File: config.mk
export PLATFORM = sky130hd
export DESIGN_NAME = result_fifo
export DESIGN_NICKNAME = d
export VERILOG_FILES = /design/src/rtl/video_pkg.sv /design/src/rtl/result_fifo.sv
export SDC_FILE = /design/constraint.sdc
export NUM_CORES = 1
export LEC_CHECK = 0
export BUFFER_PORTS_ARGS = -buffer_cell sky130_fd_sc_hd__buf_4
export CAP_MARGIN = 20
export CORE_MARGIN = 2
export CORE_UTILIZATION = 40
export CTS_BUF_LIST = sky130_fd_sc_hd__clkbuf_4
export CTS_CLUSTER_DIAMETER = 150
export CTS_CLUSTER_SIZE = 40
export DETAILED_ROUTE_END_ITERATION = 8
export GPL_TIMING_DRIVEN = 0
export HOLD_SLACK_MARGIN = 0.08
export PLACE_DENSITY_LB_ADDON = 0.05
export SLEW_MARGIN = 15
export SYNTH_ARGS = -nofsm -noshare
export SYNTH_HDL_FRONTEND = slang
export SYNTH_SLANG_ARGS = --single-unit
File: constraint.sdc
create_clock -name clk -period 3.05 [get_ports clk]
set_clock_uncertainty 0.15 [all_clocks]
set_input_delay 0.305 -clock clk [delete_from_list [all_inputs] [get_ports clk]]
set_output_delay 0.305 -clock clk [all_outputs]
set_load 0.02 [all_outputs]
File: src/rtl/video_pkg.sv
package video_pkg;

    // --------------------
    // pixel format
    // --------------------
    localparam int PIX_W = 8;                      // grayscale depth

    // one input beat from upstream
    typedef struct packed {
        logic             sof;                     // first pixel of frame
        logic             eol;                     // last pixel of line
        logic [PIX_W-1:0] data;                    // luma sample
    } pix_beat_t;

    // --------------------
    // 3x3 neighbourhood
    // --------------------
    // row 1 is the oldest line, column 1 the oldest pixel
    typedef struct packed {
        logic [PIX_W-1:0] p11;                     // top left
        logic [PIX_W-1:0] p12;                     // top centre
        logic [PIX_W-1:0] p13;                     // top right
        logic [PIX_W-1:0] p21;                     // mid left
        logic [PIX_W-1:0] p22;                     // centre pixel
        logic [PIX_W-1:0] p23;                     // mid right
        logic [PIX_W-1:0] p31;                     // bottom left
        logic [PIX_W-1:0] p32;                     // bottom centre
        logic [PIX_W-1:0] p33;                     // bottom right, newest
    } window_t;

endpackage

File: src/rtl/result_fifo.sv
`timescale 1ns/1ps

module result_fifo
    import video_pkg::*;
#(
    parameter int DEPTH = 4                        // result slots
) (
    input  logic             clk,
    input  logic             rst_n,
    input  logic             push,
    input  logic             push_last,            // end-of-frame marker
    input  logic [PIX_W-1:0] push_data,
    input  logic             pop,
    output logic             empty,
    output logic [PIX_W-1:0] head_data,            // oldest entry
    output logic             head_last
);

    localparam int AW = (DEPTH > 1) ? $clog2(DEPTH) : 1;
    localparam int CW = $clog2(DEPTH + 1);

    logic [PIX_W:0]  mem [DEPTH];                  // {last, data}
    logic [AW-1:0]   wr_ptr, rd_ptr;
    logic [CW-1:0]   count;
    logic            do_pop;

    function automatic logic [AW-1:0] ptr_inc(input logic [AW-1:0] p);
        return (p == AW'(DEPTH - 1)) ? '0 : p + 1'b1;
    endfunction

    assign empty     = (count == '0);              // from registered count
    assign do_pop    = pop & ~empty;
    assign head_data = mem[rd_ptr][PIX_W-1:0];
    assign head_last = mem[rd_ptr][PIX_W];

    // --------------------
    // storage
    // --------------------
    always_ff @(posedge clk) begin
        if (push) begin
            mem[wr_ptr] <= {push_last, push_data}; // room guaranteed by credits
        end
    end

    // --------------------
    // pointers and count
    // --------------------
    always_ff @(posedge clk or negedge rst_n) begin
        if (!rst_n) begin
            wr_ptr <= '0;
            rd_ptr <= '0;
            count  <= '0;
        end else begin
            if (push)   wr_ptr <= ptr_inc(wr_ptr);
            if (do_pop) rd_ptr <= ptr_inc(rd_ptr);
            case ({push, do_pop})
                2'b10:   count <= count + 1'b1;
                2'b01:   count <= count - 1'b1;
                default: count <= count;           // idle or push with pop
            endcase
        end
    end

endmodule

==> run metrics <==
measured slew at the worst slew-check pin=0.492 ns; Post-DP HPWL=1.83 mm; FF-to-FF path depth=9; Max VDD drop=0.000360 V; Max-Cap Viols=0; Ys Warns=0; WL/cell=15.3 um; Initial Utilization=0.425; GR Overflow Total=0; CP Capture Type=output pin; area of placed instances=0.00196 mm2; final setup violation count=0; Hold Crit Class=in -> async; pwr dens=866 mW/mm2; Die ar.=0.00488 mm2; outcome=finished clean; number of synthesized register bits=43; CP max stage delay=0.52 ns; Worst Path Buf+Inv=2; wire length on met3=119 um; largest net degree at the start of global routing=14; Via density=4.89; FF/Latch Area=0.00126 mm2; residual DRC count=0; Max Slew Vio Count=0; routability cong.=0.676; die width=69.9 um; commonest non-fill, non-tap cells in the layout=36 x edfxtp_1, 22 x buf_4, 11 x dlygate4sd3_1; Stages on worst setup path=3; H-tree depth=2; GRT Total Usage=0.132; register area share after synthesis=0.724; final hold violations=0; maximum root-to-sink buffer count=2; Mapped Cells=86; Post-CTS Resized=0; Setup CP Type=reg -> out; Mapped Area=0.00174 mm2; relative slew slack=0.672; reg2reg setup slack=1.08 ns; crit path time final=2.12 ns; core area=0.00409 mm2; final hold slack=0.139 ns; Row Count=23; drt total wl=2.71 mm; syn_nets=106; Final Cycle Share=0.694; CP Launch Type=register; Critical-path top delay cell=mux4_2; clock transition at the registers of the reported paths=0.12 ns; initial antenna violation count=0; static leakage=0.821 nW; R2R Path End=count[2]; Req. time, crit path=2.59 ns; Met2 Routed Length=1.34 mm; TritonCTS Sinks=43; number of buffers created by CTS=5; Initial DRT Pass Iterations=4; crit path DAT=1.66 ns; Design Area, Final=0.00215 mm2; die height=69.9 um; clock root buffer=clkbuf_4; Post-Route Setup TNS=0 ns; # fillers=339; Iter 0 DRT Violations=57; Layout area overhead=23.9%; Worst-Skew Late Latency=0.35 ns; Antenna Violating Nets Remaining=0; Critical Path Fanout Max=10; CP cell instances=buf_6, mux4_2, buf_4; Multi-input gate area=437 um2; leading cell type in the layout, fill and taps excluded=edfxtp_1; number of global-route vias before repair=951; FF-to-FF Start=count[0]; first-pass GRT wire length=4.73 mm; Crit. Startpoint=rd_ptr[0]; DR vias=865; nets=146; CTS tree=yes; Top Layer Used=met4; Worst setup endpoint=head_data[1]; pre-CTS setup slack=1.10 ns; Fmax=0.472 GHz; share of layout cells above drive strength 1=0.339; port buffer count=22; PnR worst setup slack=0.932 ns; DRT met1 WL=1.19 mm; Top delay family on crit path=multiplexers; unrepaired setup endpoints after global routing=false; diode count=0; I/O pin total=23; library cells used by synthesis=20; Post-Syn Area per Cell=20.2 um2
==> how the worst min path moves through the flow <==
stage | depth (start not counted) | slack, ns | from | to
finish | 2 | 0.14 | rst_n | count[1]
global route | 2 | 0.13 | rst_n | count[1]
CTS | 2 | 0.13 | rst_n | count[1]
detailed placement | 1 | -0.03 | rst_n | rd_ptr[1]
global placement | 1 | -0.03 | rst_n | rd_ptr[0]
floorplan | 0 | -0.14 | rst_n | count[0]
==> logic make-up after synthesis <==
group / Yosys count / share of synthesized area
multiplexers: 12 / 0.138
XOR/XNOR: 3 / 0.0151
flip-flops: 43 / 0.724
adder cells (fa/ha/maj): 7 / 0.0548
AO/OA/AOI/OAI: 2 / 0.00577
buffers and inverters: 9 / 0.0245
AND/OR/NAND/NOR: 10 / 0.0382
==> routing by layer <==
layer  track usage  up-vias
met2         0.208       19
met4        0.0769        0
li1              -      413
met5             0        -
met1         0.161      428
met3        0.0390        5
==> timing repair <==
action / CTS / global route
hold endpoints to repair: 45 / 0
buffers inserted: 0 / 0
hold buffers: 11 / 0
==> area by class of cell <==
cell class | instances | share of cell area
repair buffers | 33 | 0.128
inverters | 7 | 0.0122
flip-flops and latches | 43 | 0.584
well taps | 50 | 0.0291
clock inverters | 3 | 0.0180
plain buffers | 2 | 0.00757
clock buffers | 5 | 0.0175
multi-input cells | 34 | 0.203
==> sequential cells by signal, indices dropped and copies added, names as in the netlist <==
register,flops
count,3
mem,36
rd_ptr,2
wr_ptr,2
==> through the flow <==
stage / power (mW) / util / cells
detailed placement: 1.54 / 0.480 / 158
floorplan: 1.30 / - / 86
global placement: 1.52 / 0.480 / 158
finish: 1.86 / 0.526 / 177
global route: 1.99 / 0.526 / 177
CTS: 1.90 / 0.526 / 177
==> synthesized netlist by cell type, drive strengths merged <==
library cell  instances  share of area
mux2i                 1         0.0058
or3                   1         0.0036
mux2                  2          0.013
inv                   7          0.015
buf                   2         0.0094
ha                    6          0.043
dfrtp                 7           0.10
edfxtp               36           0.62
o21ai                 2         0.0058
xnor2                 1         0.0050
and2                  4          0.014
mux4                  9           0.12
nor2                  2         0.0043
nor3                  1         0.0058
fa                    1          0.012
xor2                  2          0.010
nand2                 1         0.0022
nand2b                1         0.0079
==> power by group <==
group          switching [mW]  leakage [nW]  internal, mW
clock                   0.174        0.0426         0.169
sequential             0.0548         0.414         0.771
combinational           0.351         0.365         0.341
total                   0.580         0.821          1.28
Power figures use the tool's default switching activity.
