--- config.mk ---
export PLATFORM = sky130hd
export DESIGN_NAME = sobel_core
export DESIGN_NICKNAME = d
export VERILOG_FILES = /design/src/rtl/filter_pkg.sv /design/src/rtl/video_pkg.sv /design/src/rtl/sobel_core.sv
export SDC_FILE = /design/constraint.sdc
export NUM_CORES = 1
export LEC_CHECK = 0
export ABC_AREA = 1
export ABC_CLOCK_PERIOD_IN_PS = 4700
export BUFFER_PORTS_ARGS = -buffer_cell sky130_fd_sc_hd__buf_2
export CAP_MARGIN = 20
export CORE_AREA = 2 2 109 111
export DETAILED_ROUTE_END_ITERATION = 16
export DIE_AREA = 0 0 111 113
export PLACE_DENSITY = 0.72
export SLEW_MARGIN = 10
export SYNTH_ARGS = -nofsm -noshare
export SYNTH_HDL_FRONTEND = slang
export SYNTH_SLANG_ARGS = --single-unit
--- constraint.sdc ---
create_clock -name clk -period 4.7 [get_ports clk]
set_clock_uncertainty 0.05 [all_clocks]
set_input_delay 0.235 -clock clk [delete_from_list [all_inputs] [get_ports clk]]
set_output_delay 0.235 -clock clk [all_outputs]
set_load 0.005 [all_outputs]
--- src/rtl/filter_pkg.sv ---
package filter_pkg;

    // --------------------
    // filter operations
    // --------------------
    typedef enum logic [1:0] {
        op_pass   = 2'd0,                          // centre pixel unchanged
        op_sobel  = 2'd1,                          // saturated |gx|+|gy|
        op_binary = 2'd2                           // magnitude vs threshold
    } filter_op_e;

    // --------------------
    // per-frame config
    // --------------------
    // sampled on the sof beat, held for the whole frame
    typedef struct packed {
        filter_op_e op;                            // selected operation
        logic [7:0] threshold;                     // edge threshold, binary only
    } filter_cfg_t;

endpackage

--- src/rtl/video_pkg.sv ---
package video_pkg;

    // --------------------
    // pixel format
    // --------------------
    localparam int PIX_W = 8;                      // grayscale depth

    // one input beat from upstream
    typedef struct packed {
        logic             sof;                     // first pixel of frame
        logic             eol;                     // last pixel of line
        logic [PIX_W-1:0] data;                    // luma sample
    } pix_beat_t;

    // --------------------
    // 3x3 neighbourhood
    // --------------------
    // row 1 is the oldest line, column 1 the oldest pixel
    typedef struct packed {
        logic [PIX_W-1:0] p11;                     // top left
        logic [PIX_W-1:0] p12;                     // top centre
        logic [PIX_W-1:0] p13;                     // top right
        logic [PIX_W-1:0] p21;                     // mid left
        logic [PIX_W-1:0] p22;                     // centre pixel
        logic [PIX_W-1:0] p23;                     // mid right
        logic [PIX_W-1:0] p31;                     // bottom left
        logic [PIX_W-1:0] p32;                     // bottom centre
        logic [PIX_W-1:0] p33;                     // bottom right, newest
    } window_t;

endpackage

--- src/rtl/sobel_core.sv ---
`timescale 1ns/1ps

module sobel_core
    import video_pkg::*;
    import filter_pkg::*;
(
    input  logic             clk,
    input  logic             rst_n,
    input  logic             core_valid,           // interior window present
    input  logic             core_last,            // last window of frame
    input  filter_cfg_t      cfg,                  // frame config, latched
    input  window_t          win,                  // 3x3 neighbourhood
    output logic             res_valid,
    output logic             res_last,
    output logic [PIX_W-1:0] res_data
);

    // 1-2-1 weighted sum of three pixels, max 1020
    function automatic logic [PIX_W+1:0] weighted_sum(
        input logic [PIX_W-1:0] a,
        input logic [PIX_W-1:0] b,
        input logic [PIX_W-1:0] c
    );
        return {2'b00, a} + {1'b0, b, 1'b0} + {2'b00, c};
    endfunction

    logic signed [PIX_W+2:0] gx_c, gy_c;           // +-1020, 11 bits signed
    logic signed [PIX_W+2:0] s1_gx, s1_gy;
    logic [PIX_W-1:0]        s1_p22;               // centre for pass mode
    filter_cfg_t             s1_cfg;
    logic                    s1_valid, s1_last;
    logic [PIX_W+1:0]        abs_gx, abs_gy;
    logic [PIX_W+2:0]        mag_sum;              // up to 2040
    logic [PIX_W-1:0]        mag_sat;
    logic [PIX_W-1:0]        result_c;

    // --------------------
    // stage 1 gradients
    // --------------------
    assign gx_c = $signed({1'b0, weighted_sum(win.p13, win.p23, win.p33)})
                - $signed({1'b0, weighted_sum(win.p11, win.p21, win.p31)}); // right - left
    assign gy_c = $signed({1'b0, weighted_sum(win.p31, win.p32, win.p33)})
                - $signed({1'b0, weighted_sum(win.p11, win.p12, win.p13)}); // bottom - top

    always_ff @(posedge clk) begin
        s1_gx  <= gx_c;
        s1_gy  <= gy_c;
        s1_p22 <= win.p22;
        s1_cfg <= cfg;                             // travels with its window
    end

    // --------------------
    // stage 2 magnitude
    // --------------------
    assign abs_gx  = s1_gx[PIX_W+2] ? (PIX_W+2)'(-s1_gx) : (PIX_W+2)'(s1_gx);
    assign abs_gy  = s1_gy[PIX_W+2] ? (PIX_W+2)'(-s1_gy) : (PIX_W+2)'(s1_gy);
    assign mag_sum = {1'b0, abs_gx} + {1'b0, abs_gy};
    assign mag_sat = (|mag_sum[PIX_W+2:PIX_W]) ? {PIX_W{1'b1}} : mag_sum[PIX_W-1:0];

    always_comb begin
        case (s1_cfg.op)
            op_pass:   result_c = s1_p22;
            op_sobel:  result_c = mag_sat;
            op_binary: result_c = (mag_sat >= s1_cfg.threshold) ? {PIX_W{1'b1}} : '0;
            default:   result_c = s1_p22;          // spare encoding acts as pass
        endcase
    end

    always_ff @(posedge clk) begin
        res_data <= result_c;
    end

    // valid pipe, two cycles from core_valid
    always_ff @(posedge clk or negedge rst_n) begin
        if (!rst_n) begin
            s1_valid  <= 1'b0;
            s1_last   <= 1'b0;
            res_valid <= 1'b0;
            res_last  <= 1'b0;
        end else begin
            s1_valid  <= core_valid;
            s1_last   <= core_valid & core_last;
            res_valid <= s1_valid;
            res_last  <= s1_valid & s1_last;
        end
    end

endmodule

==> metrics <==
Synth Area in Adders 0.409; Reg clk slew, reported paths about 70 ps; CTS sink cnt 52; Final Hold Fails 0; Post-Synth Simple-Gate Area 0.125; Final Setup Violations 0; Starting Density 0.399; Routed Antenna Nets 0; netlist area before placement 4490 um^2; Synth Area in Compound Gates 0.0718; Worst setup EP type flop; Mean Syn Cell Area slightly above 9 um^2; worst IR drop on VDD slightly above 0.4 mV; fin crit share 0.842; number of fill cells in the layout roughly 1000; First DRT Iteration DRCs 124; max frequency 0.253 GHz; Final Max Tran Viols 0; Tot GR Track Use 0.154; setup ws final ~740 ps; DR vias approximately 3500; postcts setup bufs 0; io pins 96; share of layout cells above drive strength 1 0.176; H-tree Lvls 2; clk_lat worst skew 290 ps; Layout Nets 809; Die Wd roughly 110 um; drt drc 0; CTS tree yes; Core Footprint 11300 um^2; synth top area cells fa_1 28%, dfxtp_1 21%, ha_1 13%; Static Leak between 0.002 and 0.003 uW; most numerous cell in the Yosys netlist inv_1; commonest register cell after synthesis dfxtp_1; hold crit path type in -> reg; port bufs between 90 and 100; worst slew pin tran ~600 ps; P per Cell Area about 800 nW/um^2; Post-synth top cells 111 x inv_1, 63 x fa_1, 60 x nand2_1; FFs w/ async S/R, synth 0.0769; final WL approximately 9.0 mm; post-synth top area share 0.281; post-layout minimum cycle time 3960 ps; Multi-input gate area 3010 um^2; Num CTS Buffers 5; maximum clock insertion buffer count 2; CP Data Required Time roughly 4800 ps; FF+latch area between 1000 and 1500 um^2; setup_tns 0 ps; Seq/Total Area, Yosys 0.236; area delta synth->final 22.3%; Synth Instances ~500; number of synthesized flops with an enable pin 0; Synth Register Bits 52; hpwl dp 7.70 mm; GP Congestion around 0.85; first-pass GRT wire length roughly 16 mm; grt ovf 0; drt first pass iters 4; worst-path fanout max 8; Via density approximately 4.6; crit path DAT slightly above 4000 ps; Mapped Nets a little under 700; Max transition margin 0.597; library cells used by synthesis 26; xor and xnor area share after synthesis 0.0643; Synth warnings 0; initial antenna violation count 0; unrepaired setup endpoints after global routing no; Core Rows 39; vias in the first global route 3908; mux contribution to synthesized area 0; startpoint class of the critical path flop; largest family of logic cells by synthesized area adder cells; Placement Setup Slack between 600 and 700 ps; maxcap violations 0; Setup Crit Path Kind reg -> reg; status finished clean; clock root buffer clkbuf_16; largest net degree at the start of global routing 16; n_diodes 0; wire length per cell 11.8 um; Die H between 100 and 150 um; die area 12500 um^2; post-synth top area cell fa_1
-- worst max-delay path, cell delays in order, from the launching register on --
cell       delay, ps
dfxtp_1          310
inv_1             80
ha_1             150
inv_1             50
nor2_1            80
inv_1             80
nor4_1           260
a21oi_1          130
xor2_1           160
ha_1             350
nand2_1          130
inv_1             50
a21oi_1          190
nand3_1          100
nand2_1           60
nand2_1           70
nor2_4           170
nand3_1          120
ha_1             320
inv_1             60
nor2_1            30
o21ai_0          130
nand2_1           70
nand2_1           60
o2111ai_1        120
a21oi_2          340
a21oi_1          130
-- registers in the layout, indices dropped and copies added (netlist names) --
signal     cells
res_data       8
res_last       1
res_valid      1
s1_cfg        10
s1_gx         11
s1_gy         11
s1_last        1
s1_p22         8
s1_valid       1
-- final cells by class --
class | count | share of cell area
timing repair buffer | 112 | 0.117
multi-input combinational | 332 | 0.548
sequential | 52 | 0.193
tap | 143 | 0.0326
clock inverter | 1 | 0.00546
inverter | 111 | 0.0758
clock buffer | 6 | 0.0273
-- path summary, 6_finish.rpt --
check                          from     endpoint  slack (ps)  cells past startpoint
setup / recovery           s1_gy[1]  res_data[6]         740                     26
hold / removal               cfg[1]    s1_cfg[1]           5                      1
setup reg to reg           s1_gy[1]  res_data[6]         740                     26
hold reg to reg            s1_valid    res_valid         350                      0
max in group asynchronous     rst_n    res_valid        4270                      2
min in group asynchronous     rst_n     s1_valid         220                      2
-- layer usage --
metal | track usage | routed length, um | up-vias
met5 | 0 | 0 | -
met4 | 0.0375 | 161 | 0
met3 | 0.0305 | 341 | 16
met2 | 0.288 | 4530 | 78
met1 | 0.182 | 3930 | 1623
li1 | - | - | 1766
-- cell usage in the layout, fill, tap and decap left out, types with 3 or more instances in the layout --
master | synthesis | layout
a21oi_1 | 40 | 39
buf_2 | 1 | 95
clkbuf_16 | 0 | 6
dfrtp_1 | 4 | 4
dfxtp_1 | 48 | 48
dlygate4sd3_1 | 0 | 17
fa_1 | 63 | 63
ha_1 | 46 | 46
inv_1 | 111 | 111
nand2_1 | 60 | 60
nand3_1 | 16 | 16
nand4_1 | 6 | 6
nor2_1 | 36 | 36
nor3_1 | 4 | 4
o211ai_1 | 3 | 3
o21ai_0 | 9 | 9
or2_2 | 3 | 3
xnor2_1 | 11 | 11
xor2_1 | 22 | 22
-- report_power, final --
part | internal [uW] | switching (uW)
Combinational | 1280 | 1890
Clock | 281 | 160
Sequential | 600 | 96.7
-- cell families (layout without fill, tap and decap cells) --
family | Yosys count | after routing
and+or+nand+nor | 131 | 131
buffers and inverters | 112 | 230
adders and majority gates | 109 | 109
AOI/OAI and AO/OA | 59 | 59
DFF | 52 | 52
xor gates and xnor gates | 33 | 33
-- repair_timing --
action	CTS	global route
hold buffers	16	1
hold endpoints to repair	19	1
endpoints found under the setup margin	0	1
gates resized for setup	0	1
-- per-stage QoR --
stage	power, uW	util	cell area [um^2]	hold slack [ps]	std cells
floorplan	3150	-	4490	-111	496
global placement	3780	0.456	5140	-13.1	733
detailed placement	3830	0.456	5140	-8.42	733
CTS	4320	0.486	5480	4.03	756
global route	4810	0.488	5500	1.82	757
finish	4310	0.488	5500	5.14	757
Power figures use the tool's default switching activity.
