$ cat src/rtl/filter_pkg.sv
package filter_pkg;

    // --------------------
    // filter operations
    // --------------------
    typedef enum logic [1:0] {
        op_pass   = 2'd0,                          // centre pixel unchanged
        op_sobel  = 2'd1,                          // saturated |gx|+|gy|
        op_binary = 2'd2                           // magnitude vs threshold
    } filter_op_e;

    // --------------------
    // per-frame config
    // --------------------
    // sampled on the sof beat, held for the whole frame
    typedef struct packed {
        filter_op_e op;                            // selected operation
        logic [7:0] threshold;                     // edge threshold, binary only
    } filter_cfg_t;

endpackage

$ cat src/rtl/video_pkg.sv
package video_pkg;

    // --------------------
    // pixel format
    // --------------------
    localparam int PIX_W = 8;                      // grayscale depth

    // one input beat from upstream
    typedef struct packed {
        logic             sof;                     // first pixel of frame
        logic             eol;                     // last pixel of line
        logic [PIX_W-1:0] data;                    // luma sample
    } pix_beat_t;

    // --------------------
    // 3x3 neighbourhood
    // --------------------
    // row 1 is the oldest line, column 1 the oldest pixel
    typedef struct packed {
        logic [PIX_W-1:0] p11;                     // top left
        logic [PIX_W-1:0] p12;                     // top centre
        logic [PIX_W-1:0] p13;                     // top right
        logic [PIX_W-1:0] p21;                     // mid left
        logic [PIX_W-1:0] p22;                     // centre pixel
        logic [PIX_W-1:0] p23;                     // mid right
        logic [PIX_W-1:0] p31;                     // bottom left
        logic [PIX_W-1:0] p32;                     // bottom centre
        logic [PIX_W-1:0] p33;                     // bottom right, newest
    } window_t;

endpackage

$ cat src/rtl/stream_ctrl.sv
`timescale 1ns/1ps

module stream_ctrl
    import video_pkg::*;
    import filter_pkg::*;
#(
    parameter int IMG_WIDTH  = 1280,
    parameter int IMG_HEIGHT = 720,
    parameter int DS_CREDITS = 4                   // initial downstream credits
) (
    input  logic             clk,
    input  logic             rst_n,
    input  logic             in_valid,
    input  pix_beat_t        in_beat,
    input  filter_cfg_t      cfg,
    input  logic             ds_credit,            // one slot freed downstream
    input  logic             fifo_empty,
    output logic             win_en,
    output logic [PIX_W-1:0] pix,
    output logic             core_valid,
    output logic             core_last,
    output filter_cfg_t      cfg_q,
    output logic             pop,
    output logic             in_credit,
    output logic             out_valid
);

    localparam int CW = (IMG_WIDTH > 1) ? $clog2(IMG_WIDTH) : 1;
    localparam int RW = (IMG_HEIGHT > 1) ? $clog2(IMG_HEIGHT) : 1;
    localparam int DW = $clog2(DS_CREDITS + 1);

    typedef enum logic {
        st_idle,                                   // waiting for sof
        st_frame                                   // inside a frame
    } frame_state_e;

    frame_state_e  state_q;
    logic [CW-1:0] col_q, cur_col;                 // position of next / this beat
    logic [RW-1:0] row_q, cur_row;
    logic          beat_in_frame;
    logic          interior;                       // window centre off the border
    logic          final_beat;
    logic [DW-1:0] ds_cnt_q;
    logic          pop_w;

    // window path follows every beat
    assign win_en = in_valid;
    assign pix    = in_beat.data;

    // --------------------
    // raster position
    // --------------------
    assign beat_in_frame = in_valid & (in_beat.sof | (state_q == st_frame));
    assign cur_col       = in_beat.sof ? '0 : col_q;
    assign cur_row       = in_beat.sof ? '0 : row_q;
    assign interior      = beat_in_frame & (cur_col >= 2) & (cur_row >= 2);
    assign final_beat    = beat_in_frame & in_beat.eol & (cur_row == RW'(IMG_HEIGHT - 1));

    always_ff @(posedge clk or negedge rst_n) begin
        if (!rst_n) begin
            state_q <= st_idle;
            col_q   <= '0;
            row_q   <= '0;
            cfg_q   <= '{op: op_pass, threshold: '0};
        end else if (beat_in_frame) begin
            state_q <= final_beat ? st_idle : st_frame;
            if (in_beat.sof) cfg_q <= cfg;         // config fixed for the frame
            if (in_beat.eol) begin
                col_q <= '0;                       // wrap to next line
                row_q <= cur_row + 1'b1;
            end else begin
                col_q <= cur_col + 1'b1;
                row_q <= cur_row;
            end
        end
    end

    // window ready one cycle after the qualifying beat
    always_ff @(posedge clk or negedge rst_n) begin
        if (!rst_n) begin
            core_valid <= 1'b0;
            core_last  <= 1'b0;
        end else begin
            core_valid <= interior;
            core_last  <= interior & final_beat;
        end
    end

    // --------------------
    // credit handling
    // --------------------
    assign pop_w     = ~fifo_empty & (ds_cnt_q != '0);
    assign pop       = pop_w;
    assign out_valid = pop_w;                      // head shown while popping
    assign in_credit = pop_w;                      // slot freed for upstream

    always_ff @(posedge clk or negedge rst_n) begin
        if (!rst_n) begin
            ds_cnt_q <= DW'(DS_CREDITS);
        end else begin
            case ({pop_w, ds_credit})
                2'b10:   ds_cnt_q <= ds_cnt_q - 1'b1;  // result sent
                2'b01:   ds_cnt_q <= ds_cnt_q + 1'b1;  // credit back
                default: ds_cnt_q <= ds_cnt_q;
            endcase
        end
    end

endmodule

$ cat config.mk
export PLATFORM = sky130hd
export DESIGN_NAME = stream_ctrl
export DESIGN_NICKNAME = d
export VERILOG_FILES = /design/src/rtl/filter_pkg.sv /design/src/rtl/video_pkg.sv /design/src/rtl/stream_ctrl.sv
export SDC_FILE = /design/constraint.sdc
export NUM_CORES = 1
export LEC_CHECK = 0
export ABC_AREA = 1
export BUFFER_PORTS_ARGS = -buffer_cell sky130_fd_sc_hd__buf_2
export CAP_MARGIN = 40
export CORE_MARGIN = 2
export CORE_UTILIZATION = 56
export DETAILED_ROUTE_END_ITERATION = 8
export PLACE_DENSITY = 0.91
export SLEW_MARGIN = 10
export SYNTH_ARGS = -nofsm -noshare
export SYNTH_HDL_FRONTEND = slang
export SYNTH_SLANG_ARGS = --single-unit
$ cat constraint.sdc
create_clock -name clk -period 3.1 [get_ports clk]
set_input_delay 0.62 -clock clk [delete_from_list [all_inputs] [get_ports clk]]
set_output_delay 0.62 -clock clk [all_outputs]
set_load 0.01 [all_outputs]
==> flow_metrics.env, run 1 <==
export IMPL_io_pins=49
export IMPL_critPathBufInv=4
export IMPL_synthAdderAreaFrac=0.0390
export IMPL_synth_common_cells="76 x nand2_1, 36 x dfrtp_1, 36 x inv_1, 28 x nor2_1, 24 x nand3_1"
export IMPL_antenna_found_initial=0
export IMPL_wl_mm=4.39
export IMPL_cp_slowest_stage_delay_ns=0.35
export IMPL_drc=0
export IMPL_maxSlewHeadroom=0.475
export IMPL_synth_top_area_share=0.426
export IMPL_fmax_mhz=474
export IMPL_drive_gt1_frac=0.173
export IMPL_ys_flop_type="dfrtp_1"
export IMPL_die_area_sq_um=4290
export IMPL_synth_compound_area_share=0.0508
export IMPL_instances_no_fill=348
export IMPL_htreeDepth=2
export IMPL_final_max_slew_viol_count=0
export IMPL_port_buffers=32
export IMPL_dieHeight_um=65.5
export IMPL_synth_area_leaders="dfrtp_1 43%, nand2_1 13%, inv_1 6.4%"
export IMPL_synth_most_common_cell="nand2_1"
export IMPL_yosysSeqAreaShare=0.438
export IMPL_status="finished clean"
export IMPL_cts_buffers=5
export IMPL_grt_pass1_vias=1771
export IMPL_fp_dieW_um=65.5
export IMPL_crit_chain="buf_2, inv_2, nand2_2, nand2_4, nor2_2, inv_2, nand2_1, xor2_1, inv_1"
export IMPL_start_util=0.578
export IMPL_finalWeightedCongestion=0.905
export IMPL_ant_nets=0
export IMPL_finalSetupTns_ns=0
export IMPL_synth_seq_cells=37
export IMPL_ir_drop_mv=0.292
export IMPL_first_iter_violations=132
export IMPL_cts_sinks=37
export IMPL_clock_skew_ns=0.00343
export IMPL_hp_class="in -> async"
export IMPL_n_antenna_cell=0
export IMPL_rsz0062_at_grt="false"
export IMPL_ys_warn_count=0
export IMPL_core_area_sq_um=3660
export IMPL_rows=22
export IMPL_synthMuxAreaShare=0
export IMPL_yosysTopAreaCell="dfrtp_1"
export IMPL_cp_common_cell="inv_2"
export IMPL_required_ns=3.28
export IMPL_synth_edf_count=0
export IMPL_vias=1829
export IMPL_dp_cells=340
export IMPL_grt_pass1_wl_mm=7.60
export IMPL_synth_nets=307
export IMPL_hold_viol=0
export IMPL_final_core_util=0.640
export IMPL_gr_usage_all_layers=0.229
export IMPL_cap_violations=0
export IMPL_cp_max_fo=20
export IMPL_post_cts_repair_setup_buffers=0
export IMPL_avgSynthCellArea_sq_um=7.67
export IMPL_ys_types=28
export IMPL_hpwlAfterDp_mm=3.28
export IMPL_yosys_area_share_simple=0.308
export IMPL_postCtsHoldBufs=0
export IMPL_cts_buffer_depth=2
export IMPL_grt_max_degree=38
export IMPL_async_reset_ff_frac=1.00
export IMPL_worst_pin_slew_ns=0.787
export IMPL_areaGrowthSynthToFinish_pct=10.7
export IMPL_final_setup_viol_count=0
export IMPL_cts_tree="built"
export IMPL_wl_per_cell_um=12.6
export IMPL_p_leak_uw=0.00120
export IMPL_via_per_inst=5.26
export IMPL_period_needed_ns=2.11
export IMPL_clk_pin_slew_worst_paths_ns=0.07
export IMPL_end_kind="flop"
export IMPL_crit_family="buffers and inverters"
export IMPL_finalNetCount=330
export IMPL_crit_path_start_kind="input pin"
export IMPL_slowest_stage="nor2_2"
export IMPL_crit_type="in -> reg"
export IMPL_cts_root_buffer="clkbuf_8"
export IMPL_hold_ws_ns=0.408
export IMPL_synth_xor_area_frac=0.0414
export IMPL_cp_data_arrival_time_ns=2.29
export IMPL_grt_overflow=0
export IMPL_ctsResizeCount=0
export IMPL_dr_pass1_iters=4
export IMPL_power_density_nw_per_um2=506
export IMPL_synthCells=276
export IMPL_synth_top_family_by_area="simple AND/OR/NAND/NOR gates"
export IMPL_finalPower_uw=1190
export IMPL_finalCritPeriodShare=0.680
export IMPL_clkLatencyLatePin_ns=0.29
export IMPL_synthesis_area_sq_um=2120
==> power breakdown <==
part	internal [uW]	switching, uW
Clock	261	171
Combinational	76.1	118
Sequential	531	28.0
Total	869	317
==> worst paths after layout <==
check	start	endpoint	slack, ns	depth (start not counted)
max in group asynchronous	rst_n	row_q[8]	2.19	1
hold reg to reg	cfg_q[0]	cfg_q[0]	0.47	2
setup reg to reg	ds_cnt_q[2]	ds_cnt_q[1]	1.21	8
min in group clk	cfg_q[0]	cfg_q[0]	0.47	2
setup / recovery	in_beat[9]	row_q[3]	0.99	9
hold / removal	rst_n	col_q[10]	0.41	1
==> layer usage <==
layer,wire length (um),vias to the layer above,share of wire,global-route usage
met5,0,-,0,0
met4,55,0,0.013,0.0625
met3,301,7,0.069,0.0514
met2,2200,78,0.50,0.398
met1,1830,846,0.42,0.288
li1,-,898,-,-
==> logic make-up after synthesis <==
kind of cell,count (synthesis)
buffers and inverters,55
AO/OA/AOI/OAI,20
XOR/XNOR,10
flip-flops,37
AND/OR/NAND/NOR,148
adder cells (fa/ha/maj),6
==> metrics by stage <==
stage	setup slack, ns	cell area (sq um)
2_1_floorplan	1.13	2120
3_3_place_gp	0.842	2220
3_5_place_dp	0.699	2220
4_1_cts	1.01	2340
5_1_grt	0.785	2340
6_report	0.991	2340
==> placed cells by master, fill, tap and decap left out, types with 3 or more instances in the layout <==
cell type  Yosys  routed
xnor2_1        4       4
nand4_1        4       4
inv_1         36      36
xor2_1         6       6
inv_2          3       3
nor3_1         6       6
buf_2          4      32
nand3_1       24      24
dfrtp_1       36      36
ha_1           5       5
o22ai_1        5       5
clkbuf_8       0       6
nor2_1        28      28
a21oi_1        7       7
nand2_1       76      76
o21ai_0        7       7
==> sequential cells by signal (all words and copies together), names as in the netlist <==
| signal | cells |
|---|---|
| cfg_q | 10 |
| col_q | 11 |
| core_last | 1 |
| core_valid | 1 |
| ds_cnt_q | 3 |
| row_q | 10 |
| state_q | 1 |
==> layout make-up <==
type	instances	area, sq um
fillers	319	1320
well taps	48	60.1
repair buffers	32	160
inverters	39	146
clock inverters	2	37.5
flip-flops and latches	37	927
clock buffers	6	82.6
multi-input cells	184	930
(Power assumes the default switching activity.)
==> run 2: changes to the inputs <==
- CORE_UTILIZATION: 56 -> 54
- PLACE_DENSITY: 0.91 -> 0.88
- clock period: 3.1 -> 2.1 ns (I/O delays scaled with it)
==> run 2 against run 1 <==
  * Clock-buffer cell count is 1 lower
  * Sequential share of layout area fell by 0.79 points
  * Worst setup slack lost 0.79 ns
  * Wire length up 3.4%
  * First-iteration DRC count rose by 0.76%
  * Critical path type is now reg -> reg
  * Highest routed layer unchanged
==> flow_metrics.env, run 2 (synthesis gave the netlist of run 1 again) <==
export IMPL_n_antenna_cell=0
export IMPL_grt_pass1_vias=1759
export IMPL_crit_path_end="ds_cnt_q[1]"
export IMPL_crit_type="reg -> reg"
export IMPL_port_buffers=32
export IMPL_hp_class="in -> async"
export IMPL_final_common_cell="nand2_1"
export IMPL_reg2reg_depth=8
export IMPL_largest_reg_flops=11
export IMPL_cp_data_arrival_time_ns=2.07
export IMPL_power_density_nw_per_um2=781
export IMPL_clock_skew_ns=0.00442
export IMPL_maxSlewHeadroom=0.469
export IMPL_core_area_sq_um=3720
export IMPL_postCtsHoldBufs=0
export IMPL_dr_pass1_iters=4
export IMPL_layout_common_cells="76 x nand2_1, 36 x inv_1, 36 x dfrtp_1"
export IMPL_final_max_slew_viol_count=0
export IMPL_dieHeight_um=66.6
export IMPL_grt_pass1_wl_mm=7.69
export IMPL_clkLatencyLatePin_ns=0.29
export IMPL_cts_sinks=37
export IMPL_via_per_inst=5.32
export IMPL_largest_register="col_q"
export IMPL_cts_root_buffer="clkbuf_8"
export IMPL_finalSetupTns_ns=0
export IMPL_cp_common_cell="inv_1"
export IMPL_drive_gt1_frac=0.184
export IMPL_grt_max_degree=38
export IMPL_worstReg2RegStart="ds_cnt_q[2]"
export IMPL_rows=22
export IMPL_setup_ws_ns=0.199
export IMPL_required_ns=2.27
export IMPL_reg_top3="col_q (11), cfg_q (10), row_q (10)"
export IMPL_grt_overflow=0
export IMPL_cap_violations=0
export IMPL_ctsResizeCount=0
export IMPL_crit_path_start_kind="flop"
export IMPL_htreeDepth=2
export IMPL_gr_usage_all_layers=0.230
export IMPL_ant_nets=0
export IMPL_crit_path_start="ds_cnt_q[2]"
export IMPL_fp_dieW_um=66.6
export IMPL_reg2reg_slack_ns=0.20
export IMPL_cts_buffer_depth=2
export IMPL_finalCritPeriodShare=0.905
export IMPL_vias=1871
export IMPL_hold_viol=0
export IMPL_hpwlAfterDp_mm=3.13
export IMPL_drc=0
export IMPL_cts_buffers=5
export IMPL_finalNetCount=334
export IMPL_post_cts_repair_setup_buffers=0
export IMPL_wl_per_cell_um=12.9
export IMPL_crit_chain="inv_1, a31oi_1, inv_1, ha_1, inv_1, fa_1, nor2_1, a21oi_1"
export IMPL_die_area_sq_um=4440
export IMPL_start_util=0.570
export IMPL_r2r_end="ds_cnt_q[1]"
export IMPL_end_kind="flop"
export IMPL_cts_tree="built"
export IMPL_rsz0062_at_grt="false"
export IMPL_slowest_stage="dfstp_2"
export IMPL_period_needed_ns=1.90
export IMPL_cp_max_fo=4
export IMPL_first_iter_violations=133
export IMPL_io_pins=49
export IMPL_finalWeightedCongestion=0.889
export IMPL_cp_slowest_stage_delay_ns=0.52
export IMPL_p_leak_uw=0.00123
export IMPL_post_place_ws_ns=0.176
export IMPL_clk_pin_slew_worst_paths_ns=0.08
export IMPL_status="finished clean"
export IMPL_fmax_mhz=526
export IMPL_worst_pin_slew_ns=0.797
export IMPL_ir_drop_mv=0.353
export IMPL_wl_mm=4.53
export IMPL_antenna_found_initial=0
export IMPL_areaGrowthSynthToFinish_pct=12.9
export IMPL_final_setup_viol_count=0
[run 2: cell type report]
cell class | count | area (sq um)
fillers | 312 | 1330
multi-input cells | 184 | 930
flip-flops and latches | 37 | 927
repair buffers | 36 | 190
inverters | 39 | 146
clock buffers | 5 | 68.8
clock inverters | 3 | 68.8
well taps | 48 | 60.1
[run 2: metal layers]
layer  up-vias  routed length (um)  GRT usage
li1        909                   -          -
met1       858                2060      0.302
met2        94                2050      0.363
met3        10                 338     0.0473
met4         0                  89      0.112
met5         -                   0          0
[run 2: per-stage QoR]
step | util | area (sq um) | power, uW | hold slack (ns) | instances
floorplan | - | 2120 | 1050 | 0.124 | 276
global placement | 0.606 | 2250 | 1120 | 0.452 | 344
detailed placement | 0.606 | 2250 | 1130 | 0.458 | 344
CTS | 0.643 | 2390 | 1880 | 0.245 | 352
global route | 0.643 | 2390 | 1960 | 0.287 | 352
finish | 0.643 | 2390 | 1870 | 0.210 | 352
[run 2: worst min path at each step]
stage,start,endpoint,depth (start not counted)
CTS,rst_n,row_q[6],1
global placement,cfg_q[7],cfg_q[7],2
global route,rst_n,row_q[6],1
finish,rst_n,row_q[2],1
detailed placement,cfg_q[8],cfg_q[8],2
floorplan,rst_n,cfg_q[0],0
[run 2: report_power, final]
group / internal (uW) / switching, uW
combinational: 117 / 176
clock: 478 / 270
sequential: 784 / 44.2
[run 2: worst max-delay path, delay by kind of cell, from the launching register on]
family          cells  cell delay, ns
compound gates      2            0.33
fa+ha+maj           2            0.60
buf+inv             3            0.22
flops               1            0.52
simple gates        1            0.11
